## src/logic/fc2_pkg.sv

```systemverilog
// fc2 output stage shared widths, row geometry and quantization constants
package fc2_pkg;

    // one signed input operand, feature or weight
    localparam int DIN_W = 8;

    // accumulator, wide enough for long dot products of 8x8 products
    localparam int ACC_W = 24;

    // arithmetic right shift applied to the sum before clamping
    localparam int QUANT_SHIFT = 4;

    // one quantized unsigned result
    localparam int RES_W = 8;

    // clamp ceiling for a quantized result
    localparam logic [RES_W-1:0] RES_MAX = RES_W'(255);

    // row geometry of the result memory
    localparam int RES_PER_ROW = 5;
    localparam int ROW_W = RES_W * RES_PER_ROW;
    localparam int ROW_AW = 2;
    localparam int ROW_DEPTH = 1 << ROW_AW;

    // writer slot counter, counts 0 .. RES_PER_ROW-1
    localparam int SLOT_CNT_W = 3;
    localparam logic [SLOT_CNT_W-1:0] LAST_SLOT = SLOT_CNT_W'(RES_PER_ROW - 1);

endpackage

```

## src/logic/bram_wr_if.sv

```systemverilog
// write port bundle between the fc2 result writer and the row memory
`timescale 1ns/1ns

interface bram_wr_if;

    // row address
    logic [fc2_pkg::ROW_AW-1:0] addr;
    // chip enable
    logic                       ce;
    // write enable, a row is written when ce and we are both high
    logic                       we;
    // row data, first result in the top byte
    logic [fc2_pkg::ROW_W-1:0]  d;

    // result writer side drives the whole port
    modport writer (
        output addr,
        output ce,
        output we,
        output d
    );

    // memory side only samples
    modport memory (
        input addr,
        input ce,
        input we,
        input d
    );

endinterface

```

## src/logic/fc2_mac_unit.sv

```systemverilog
// fc2 multiply-accumulate unit, quantizes each dot product to one unsigned byte
`timescale 1ns/1ns

module fc2_mac_unit (
    input  logic                              clk,
    input  logic                              reset_n,
    // input beat stream, no back-pressure
    input  logic                              in_valid_i,
    input  logic                              in_last_i,
    input  logic signed [fc2_pkg::DIN_W-1:0]  feature_i,
    input  logic signed [fc2_pkg::DIN_W-1:0]  weight_i,
    // one-cycle done pulse, result valid only with it
    output logic                              calc_done_o,
    output logic        [fc2_pkg::RES_W-1:0]  calc_result_o
);

    // running sum of the current dot product
    logic signed [fc2_pkg::ACC_W-1:0]   acc;
    // product of the current beat
    logic signed [2*fc2_pkg::DIN_W-1:0] prod;
    // sum including the current beat
    logic signed [fc2_pkg::ACC_W-1:0]   sum_next;
    // sum after the quantization shift
    logic signed [fc2_pkg::ACC_W-1:0]   shifted;
    // clamped result
    logic        [fc2_pkg::RES_W-1:0]   quant;
    // last beat of a dot product seen this cycle
    logic                               last_beat;

    assign last_beat = in_valid_i && in_last_i;

    // both operands signed, product sign-extends into the accumulator
    assign prod     = feature_i * weight_i;
    assign sum_next = acc + prod;
    assign shifted  = sum_next >>> fc2_pkg::QUANT_SHIFT;

    // relu then clamp to the ceiling
    always_comb begin
        if (shifted[fc2_pkg::ACC_W-1]) begin
            quant = '0;
        end else if (shifted > {{(fc2_pkg::ACC_W - fc2_pkg::RES_W){1'b0}}, fc2_pkg::RES_MAX}) begin
            quant = fc2_pkg::RES_MAX;
        end else begin
            quant = shifted[fc2_pkg::RES_W-1:0];
        end
    end

    // accumulator restarts at the edge that closes a dot product
    // so the next beat right after the last one starts a fresh sum
    always_ff @(posedge clk or negedge reset_n) begin
        if (!reset_n) begin
            acc         <= '0;
            calc_done_o <= 1'b0;
        end else begin
            calc_done_o <= last_beat;
            if (last_beat) begin
                acc <= '0;
            end else if (in_valid_i) begin
                acc <= sum_next;
            end
        end
    end

    // result register, only meaningful while the done pulse is high
    always_ff @(posedge clk) begin
        if (last_beat) begin
            calc_result_o <= quant;
        end
    end

endmodule

```

## src/logic/fc2_result_bram.sv

```systemverilog
// fc2 result row memory with a write port via interface and a registered read port
`timescale 1ns/1ns

module fc2_result_bram (
    input  logic                        clk,
    // write-only port from the result writer
    bram_wr_if.memory                   wr,
    // read port for the outside world
    input  logic                        rd_en_i,
    input  logic [fc2_pkg::ROW_AW-1:0]  rd_addr_i,
    output logic [fc2_pkg::ROW_W-1:0]   rd_data_o
);

    // row storage in block ram style
    logic [fc2_pkg::ROW_W-1:0] mem [fc2_pkg::ROW_DEPTH];

    // write lands at the edge that ends the strobe cycle
    always_ff @(posedge clk) begin
        if (wr.ce && wr.we) begin
            mem[wr.addr] <= wr.d;
        end
    end

    // registered read with one cycle latency
    // output holds its last value while rd_en_i is low
    // a read to the row being written this cycle returns the old row
    always_ff @(posedge clk) begin
        if (rd_en_i) begin
            rd_data_o <= mem[rd_addr_i];
        end
    end

endmodule

```

## src/logic/fc2_result_writer.sv

```systemverilog
// fc2 result writer, packs five results per row and writes rows at a wrapping address
`timescale 1ns/1ns

module fc2_result_writer (
    input  logic                        clk,
    input  logic                        reset_n,
    // quantized results from the mac unit
    input  logic                        calc_done_i,
    input  logic [fc2_pkg::RES_W-1:0]   calc_result_i,
    // write port towards the row memory
    bram_wr_if.writer                   wr
);

    // row under assembly, newest result in the low byte
    logic [fc2_pkg::ROW_W-1:0]      row_asm;
    // assembled row with the current result shifted in
    logic [fc2_pkg::ROW_W-1:0]      row_next;
    // finished row held for the write cycle
    logic [fc2_pkg::ROW_W-1:0]      row_q;
    // results already captured in the current row
    logic [fc2_pkg::SLOT_CNT_W-1:0] slot_cnt;
    // current row address, wraps with its width
    logic [fc2_pkg::ROW_AW-1:0]     addr_q;
    // one-cycle write strobe
    logic                           wr_stb;
    // fifth result of a row arrives this cycle
    logic                           row_full;

    assign row_full = calc_done_i && (slot_cnt == fc2_pkg::LAST_SLOT);

    // shift-in assembly
    // after five shifts the first result sits in the top byte
    // and every bit of the previous row has been pushed out
    assign row_next = {row_asm[fc2_pkg::ROW_W-fc2_pkg::RES_W-1:0], calc_result_i};

    always_ff @(posedge clk) begin
        if (calc_done_i) begin
            row_asm <= row_next;
        end
        // own output register, a result in the write cycle cannot disturb it
        if (row_full) begin
            row_q <= row_next;
        end
    end

    // slot counter, strobe and address
    always_ff @(posedge clk or negedge reset_n) begin
        if (!reset_n) begin
            slot_cnt <= '0;
            wr_stb   <= 1'b0;
            addr_q   <= '0;
        end else begin
            wr_stb <= row_full;
            if (row_full) begin
                slot_cnt <= '0;
            end else if (calc_done_i) begin
                slot_cnt <= slot_cnt + 1'b1;
            end
            // advance after the write cycle, 3 -> 0 by overflow
            if (wr_stb) begin
                addr_q <= addr_q + 1'b1;
            end
        end
    end

    // ce and we pulse together
    assign wr.addr = addr_q;
    assign wr.ce   = wr_stb;
    assign wr.we   = wr_stb;
    assign wr.d    = row_q;

endmodule

```

## src/logic/fc2_subsystem_top.sv

```systemverilog
// fc2 output stage top, mac unit feeding the result writer and the row memory
`timescale 1ns/1ns

module fc2_subsystem_top (
    input  logic                              clk,
    input  logic                              reset_n,
    // input beat stream
    input  logic                              in_valid_i,
    input  logic                              in_last_i,
    input  logic signed [fc2_pkg::DIN_W-1:0]  feature_i,
    input  logic signed [fc2_pkg::DIN_W-1:0]  weight_i,
    // row readback
    input  logic                              rd_en_i,
    input  logic        [fc2_pkg::ROW_AW-1:0] rd_addr_i,
    output logic        [fc2_pkg::ROW_W-1:0]  rd_data_o,
    // copy of the row write strobe
    output logic                              row_wr_o
);

    // mac to writer
    logic                      calc_done;
    logic [fc2_pkg::RES_W-1:0] calc_result;

    // writer to memory
    bram_wr_if wr_bus ();

    fc2_mac_unit u_mac (
        .clk           (clk),
        .reset_n       (reset_n),
        .in_valid_i    (in_valid_i),
        .in_last_i     (in_last_i),
        .feature_i     (feature_i),
        .weight_i      (weight_i),
        .calc_done_o   (calc_done),
        .calc_result_o (calc_result)
    );

    fc2_result_writer u_writer (
        .clk           (clk),
        .reset_n       (reset_n),
        .calc_done_i   (calc_done),
        .calc_result_i (calc_result),
        .wr            (wr_bus)
    );

    fc2_result_bram u_bram (
        .clk       (clk),
        .wr        (wr_bus),
        .rd_en_i   (rd_en_i),
        .rd_addr_i (rd_addr_i),
        .rd_data_o (rd_data_o)
    );

    // status strobe, high for the one write cycle of each row
    assign row_wr_o = wr_bus.we;

endmodule

```

## config.mk

```make
export PLATFORM = sky130hd
export DESIGN_NAME = fc2_subsystem_top
export DESIGN_NICKNAME = d
export VERILOG_FILES = /design/src/logic/fc2_pkg.sv /design/src/logic/bram_wr_if.sv /design/src/logic/fc2_mac_unit.sv /design/src/logic/fc2_result_bram.sv /design/src/logic/fc2_result_writer.sv /design/src/logic/fc2_subsystem_top.sv
export SDC_FILE = /design/constraint.sdc
export NUM_CORES = 1
export LEC_CHECK = 0
export BUFFER_PORTS_ARGS = -buffer_cell sky130_fd_sc_hd__buf_2
export CELL_PAD_IN_SITES_DETAIL_PLACEMENT = 1
export CELL_PAD_IN_SITES_GLOBAL_PLACEMENT = 1
export CORE_UTILIZATION = 55
export CTS_BUF_LIST = sky130_fd_sc_hd__clkbuf_4
export CTS_CLUSTER_SIZE = 16
export DETAILED_ROUTE_END_ITERATION = 10
export PLACE_DENSITY = 0.89
export SKIP_LAST_GASP = 1
export SLEW_MARGIN = 10
export SYNTH_ARGS = -nofsm -noshare
export SYNTH_HDL_FRONTEND = slang
export SYNTH_SLANG_ARGS = --single-unit
```

## constraint.sdc

```tcl
create_clock -name clk -period 6.7 [get_ports clk]
set_input_delay 0.67 -clock clk [delete_from_list [all_inputs] [get_ports clk]]
set_output_delay 0.67 -clock clk [all_outputs]
set_load 0.005 [all_outputs]
```

==> results of run 1 <==
through the flow:
stage / cell area, sq um / util, % / setup WS (ns)
after floorplan: 15000 / - / 0.670
after global placement: 15700 / 58.4 / 0.706
after detailed placement: 15700 / 58.4 / 0.513
after CTS: 16700 / 62.0 / 1.13
after global routing: 16700 / 62.0 / 0.787
final: 16700 / 62.0 / 1.02
registers in the layout, indices dropped and copies added, names as in the netlist, 2 cells and up:
signal and count:
u_mac.calc_result_o 8, u_writer.slot_cnt 3, u_writer.row_asm 32, u_bram.mem 160
u_writer.wr.d 40, u_bram.rd_data_o 40, u_writer.wr.addr 2, u_mac.acc 24
routing by layer:
metal  up-vias  part of all wire (%)  wire length, um  track usage [%]
met3       107                   4.5             1640             4.68
met4         0                   3.9             1390             11.8
met1      4355                    39            14200             33.9
met2       317                    52            18900             47.0
li1       3501                     -                -                -
met5         -                     0                0                0
cells by family (layout without fill, tap and decap cells):
logic type,after synthesis,in the layout,synth area share [%]
multiplexers,40,40,6.01
flip-flops,311,311,61.2
adder cells (fa/ha/maj),164,164,18.9
buffers and inverters,117,299,3.06
AO/OA/AOI/OAI,96,96,4.79
AND/OR/NAND/NOR,126,126,4.41
other,0,1,0
XOR/XNOR,25,25,1.59
worst max-delay path by stage:
| stage | start | to | slack [ns] | cells past startpoint |
|---|---|---|---|---|
| after global placement | weight_i[0] | u_mac.calc_result_o[0]$_SDFFCE_PP0P_ | 0.71 | 16 |
| final | weight_i[2] | u_mac.calc_result_o[0]$_SDFFCE_PP0P_ | 1.02 | 16 |
| after global routing | weight_i[2] | u_mac.calc_result_o[0]$_SDFFCE_PP0P_ | 0.79 | 16 |
| after floorplan | weight_i[0] | u_mac.calc_result_o[0]$_SDFFCE_PP0P_ | 0.67 | 16 |
| after detailed placement | weight_i[1] | u_mac.calc_result_o[0]$_SDFFCE_PP0P_ | 0.51 | 18 |
| after CTS | u_mac.acc[4]$_DFFE_PN0P_ | u_mac.calc_result_o[5]$_SDFFCE_PP0P_ | 1.13 | 18 |
worst max-delay path, cell delays in order:
cell      delay, ns
buf_2          0.18
nand2_1        0.18
fa_1           0.77
fa_1           0.52
inv_1          0.32
fa_1           0.49
fa_1           0.45
ha_1           0.29
ha_1           0.41
nand2_1        0.14
o221ai_1       0.37
nand3_1        0.14
nand3_1        0.16
o311ai_2       0.18
nor4_4         0.53
a31oi_1        0.25
cells in the final DEF, fill, tap and decap left out, drive strengths merged, types with 3 or more instances in the layout:
cell type,instances
edfxtp,280
clkbuf,109
fa,104
inv,97
buf,71
ha,60
mux4,40
nand2,39
and2,37
dfrtp,31
nor2,22
a21oi,22
clkinv,20
o21ai,17
xnor2,15
xor2,10
a22o,10
a31oi,10
o2bb2ai,7
o21a,5
nand3b,5
nand3,4
nand4,4
o211ai,3
a21o,3
nor3,3
or3,3
a211oi,3
o221ai,3
cell type report:
class / count / area, sq um
Antenna cell: 1 / 2.50
Clock buffer: 109 / 818
Clock inverter: 23 / 145
Fill cell: 2446 / 10200
Inverter: 96 / 360
Multi-Input combinational cell: 451 / 5360
Sequential cell: 311 / 9180
Tap cell: 341 / 427
Timing Repair Buffer: 71 / 375
==> flow_summary.yaml, run 1 <==
clock_tree:
  h-tree-depth: 3
  cts.sinks: 311
  tritoncts: "done"
  clkLatencyLatePin_ns: 0.74
  cts_buffer_depth: 3
  clk_pin_slew_worst_paths_ns: 0.07
  ctsHoldBuffers: 0
  cts_made_buffers: 77
  post_cts_resized: 0
  root_buffer: "clkbuf_4"
  cts_setup_buffers: 0
logic_synthesis:
  synth_nets: 1066
  synthCells: 879
  synth.area.top_cells: "edfxtp_1 56%, fa_1 14%, mux4_2 6.0%"
  synthArstFlopShare_pct: 9.97
  synth.most_common_cell: "edfxtp_1"
  yosys-top-cells-count: "280 x edfxtp_1, 104 x fa_1, 95 x inv_1"
  yosys.area.top_type_share_pct: 56.1
  synth_area_sq_um: 15000
  synth.avg_cell_area_sq_um: 17.1
  synth_edf_count: 280
  ys.warnings.count: 0
  yosysTopAreaCell: "edfxtp_1"
  ys_types: 55
  ys_seq_area_share_pct: 61.2
  synthFlopType: "edfxtp_1"
  ys_ff_latch: 311
critical_path:
  crit_required_ns: 7.09
  cp-end-kind: "flop"
  critical_path_class: "in2reg"
  rr_worst_depth: 18
  start_kind: "input port"
  r2r_start: "u_mac.acc[4]$_DFFE_PN0P_"
  crit_arrival_ns: 6.06
  worst-path-max-fanout: 8
  worst-r2r-setup-slack_ns: 1.07
  r2r_end: "u_mac.calc_result_o[0]$_SDFFCE_PP0P_"
route:
  drc: 0
  wirelength_mm: 36.1
  avgRoutedWirePerCell_um: 25.7
  drt_iter0_drc: 651
  vias_per_cell: 5.90
  via_count: 8280
  firstDrtPassIters: 6
  ant_nets: 0
layout:
  area_growth_pct: 11.2
  drive_above_1_share_pct: 23.3
  fin_cells: 1403
  layout.nets: 1195
global_routing:
  globalRouteOverflowTotal: 0
  first_global_vias: 9363
  grt_pass1_wl_mm: 55.7
  grt_max_degree: 42
  antenna_found_initial: 1
  grtUsageTotal_pct: 27.2
sta:
  fin_hold_ws_ns: 0.0814
  min_period_ns: 5.68
  slew_headroom_pct: 19.5
  fin_worst_skew_ns: 0.0826
  setup_violations: 0
  min_period_over_period_pct: 84.7
  maxSlewViolCount: 0
  grt_setup_unrepaired: "no"
  worst_slew_pin_slew_ns: 1.21
  finalHoldViolCount: 0
  fmax_mhz: 176
  finalSetupTns_ns: 0
status:
  outcome: "complete, no violations"
placement:
  place_congestion: 0.852
  dp_cells: 1270
  portBuffers: 63
  hpwl_mm: 20.9
floorplanning:
  start_util_pct: 55.8
  fp.dieArea_sq_um: 27900
  ioPinCount: 64
  dieWidth_um: 167
  core_area_sq_um: 26900
  rows: 60
  die-height_um: 167
run:
  maxCapViolCount: 0
worst_hold_path:
  hold_class: "in2async"
Power of run 1 is left out: the tool's default activity adds up to more than one toggle a clock period on the data nets, which glitch-free logic cannot reach.
==> inputs of run 2 (changes only) <==
clock period = 5.9 ns   (was 6.7 ns; I/O delays follow)
==> flow_summary.yaml, run 2 (synthesized netlist as in run 1, its figures left out) <==
clock_tree:
  clk_pin_slew_worst_paths_ns: 0.07
  cts_buffer_depth: 3
  clkLatencyLatePin_ns: 0.72
  h-tree-depth: 3
  cts.sinks: 311
  cts_setup_buffers: 0
  root_buffer: "clkbuf_4"
  cts_made_buffers: 76
  tritoncts: "done"
critical_path:
  worstPathCellList: "inv_1, fa_1, inv_1, fa_1, ha_1, inv_1, fa_1, inv_1, ha_1, ha_1, fa_1, a211oi_2, o2111ai_2, a31oi_4, a21oi_1, xor2_1, nor4_4, a31oi_1"
  startpoint: "u_mac.acc[4]$_DFFE_PN0P_"
  crit_end: "u_mac.calc_result_o[5]$_SDFFCE_PP0P_"
  critical_path_class: "reg2reg"
  worst-r2r-setup-slack_ns: 0.27
  worst-path-max-fanout: 8
  crit_family: "adder cells"
  rr_worst_depth: 18
  crit_arrival_ns: 6.01
  critPathBufInv: 4
  r2r_end: "u_mac.calc_result_o[5]$_SDFFCE_PP0P_"
  cp_slowest_cell: "fa_1"
  cp-end-kind: "flop"
  max_stage_delay_ns: 0.57
  start_kind: "flop"
  cp.depth: 18
  crit_required_ns: 6.28
  r2r_start: "u_mac.acc[4]$_DFFE_PN0P_"
layout:
  multi_input_area_sq_um: 5360
  top_register: "u_bram.mem"
  seqCellArea_sq_um: 9180
  layout.nets: 1204
  utilization_pct: 62.2
  layout_commonest_cell: "edfxtp_1"
  area_growth_pct: 11.5
  design_area_sq_um: 16700
  largest_register_ffs: 160
  drive_above_1_share_pct: 23.7
  fillers: 2449
  mostFrequentLayoutCells: "280 x edfxtp_1, 104 x fa_1, 104 x clkbuf_4, 95 x inv_1, 63 x buf_2"
global_routing:
  grt_max_degree: 42
  grtUsageTotal_pct: 26.9
  grt_pass1_wl_mm: 55.3
  antenna_found_initial: 1
  first_global_vias: 9353
  globalRouteOverflowTotal: 0
worst_hold_path:
  hold_class: "in2reg"
sta:
  min_period_over_period_pct: 95.4
  min_period_ns: 5.63
  worst_slew_pin_slew_ns: 1.17
  maxSlewViolCount: 0
  grt_setup_unrepaired: "no"
  fmax_mhz: 178
  fin_hold_ws_ns: 0.321
  fin_worst_skew_ns: 0.0749
  slew_headroom_pct: 21.8
  finalHoldViolCount: 0
  setup_violations: 0
route:
  avgRoutedWirePerCell_um: 25.3
  vias_per_cell: 5.81
  drc: 0
  ant_nets: 0
  wirelength_mm: 35.8
  firstDrtPassIters: 5
  drt_iter0_drc: 724
  via_count: 8226
floorplanning:
  fp.dieArea_sq_um: 27900
  ioPinCount: 64
  dieWidth_um: 167
  core_area_sq_um: 26900
  die-height_um: 167
  rows: 60
  start_util_pct: 55.8
run:
  maxCapViolCount: 0
placement:
  portBuffers: 63
  hpwl_mm: 21.6
  place_congestion: 0.817
  dpl_cell_area_sq_um: 15800
status:
  outcome: "complete, no violations"
-- run 2: changes by cell type in the layout (fill, tap and decap cells not counted) --
cell           delta
buf_4             +9
clkbuf_4          -5
clkinv_1          +5
clkinv_2          +2
clkinv_4          -2
inv_6             +2
and2_1            -1
and2_2            +1
bufinv_16         -1
clkinv_8          +1
dlygate4sd3_1     +1
-- run 2: worst min-delay path by stage --
stage	from	end	slack [ns]	cells past startpoint
CTS	in_valid_i	u_mac.acc[3]$_DFFE_PN0P_	0.27	2
floorplan	reset_n	u_mac.acc[0]$_DFFE_PN0P_	0.29	0
global placement	u_writer.row_asm[26]$_DFFE_PP_	u_writer.wr.d[34]$_DFFE_PP_	0.40	0
finish	in_valid_i	u_mac.acc[3]$_DFFE_PN0P_	0.32	2
global route	in_valid_i	u_mac.acc[0]$_DFFE_PN0P_	0.31	2
detailed placement	u_writer.row_asm[28]$_DFFE_PP_	u_writer.wr.d[36]$_DFFE_PP_	0.41	0
-- run 2: final cells by class --
cell class,count,share of cell area [%]
flip-flops and latches,311,54.9
multi-input cells,451,32.0
clock buffers,104,4.67
repair buffers,81,2.71
well taps,341,2.55
inverters,96,2.15
clock inverters,30,0.958
diodes,1,0.0150
-- run 2: per-layer routing --
| metal | up-vias | part of all wire (%) | wire, um | track usage, % |
|---|---|---|---|---|
| met5 | - | 0 | 0 | 0 |
| met4 | 0 | 2.7 | 954 | 10.4 |
| met3 | 66 | 4.8 | 1730 | 4.85 |
| met2 | 327 | 53 | 18900 | 47.2 |
| met1 | 4312 | 40 | 14200 | 33.3 |
| li1 | 3521 | - | - | - |
-- run 2: timing repair --
action                                 CTS  global route
hold buffers                             1             0
endpoints found under the hold margin   30             0
resized for setup                        0             0
-- run 2: stage by stage --
step                      instances  worst slack [ns]  TNS [ns]
final                          1415             0.270         0
after floorplan                 879             0.165         0
after global routing           1415            0.0166         0
after detailed placement       1279            -0.118    -0.617
after CTS                      1414             0.269         0
after global placement         1279            0.0444         0
Power of run 2 is left out for the same reason.
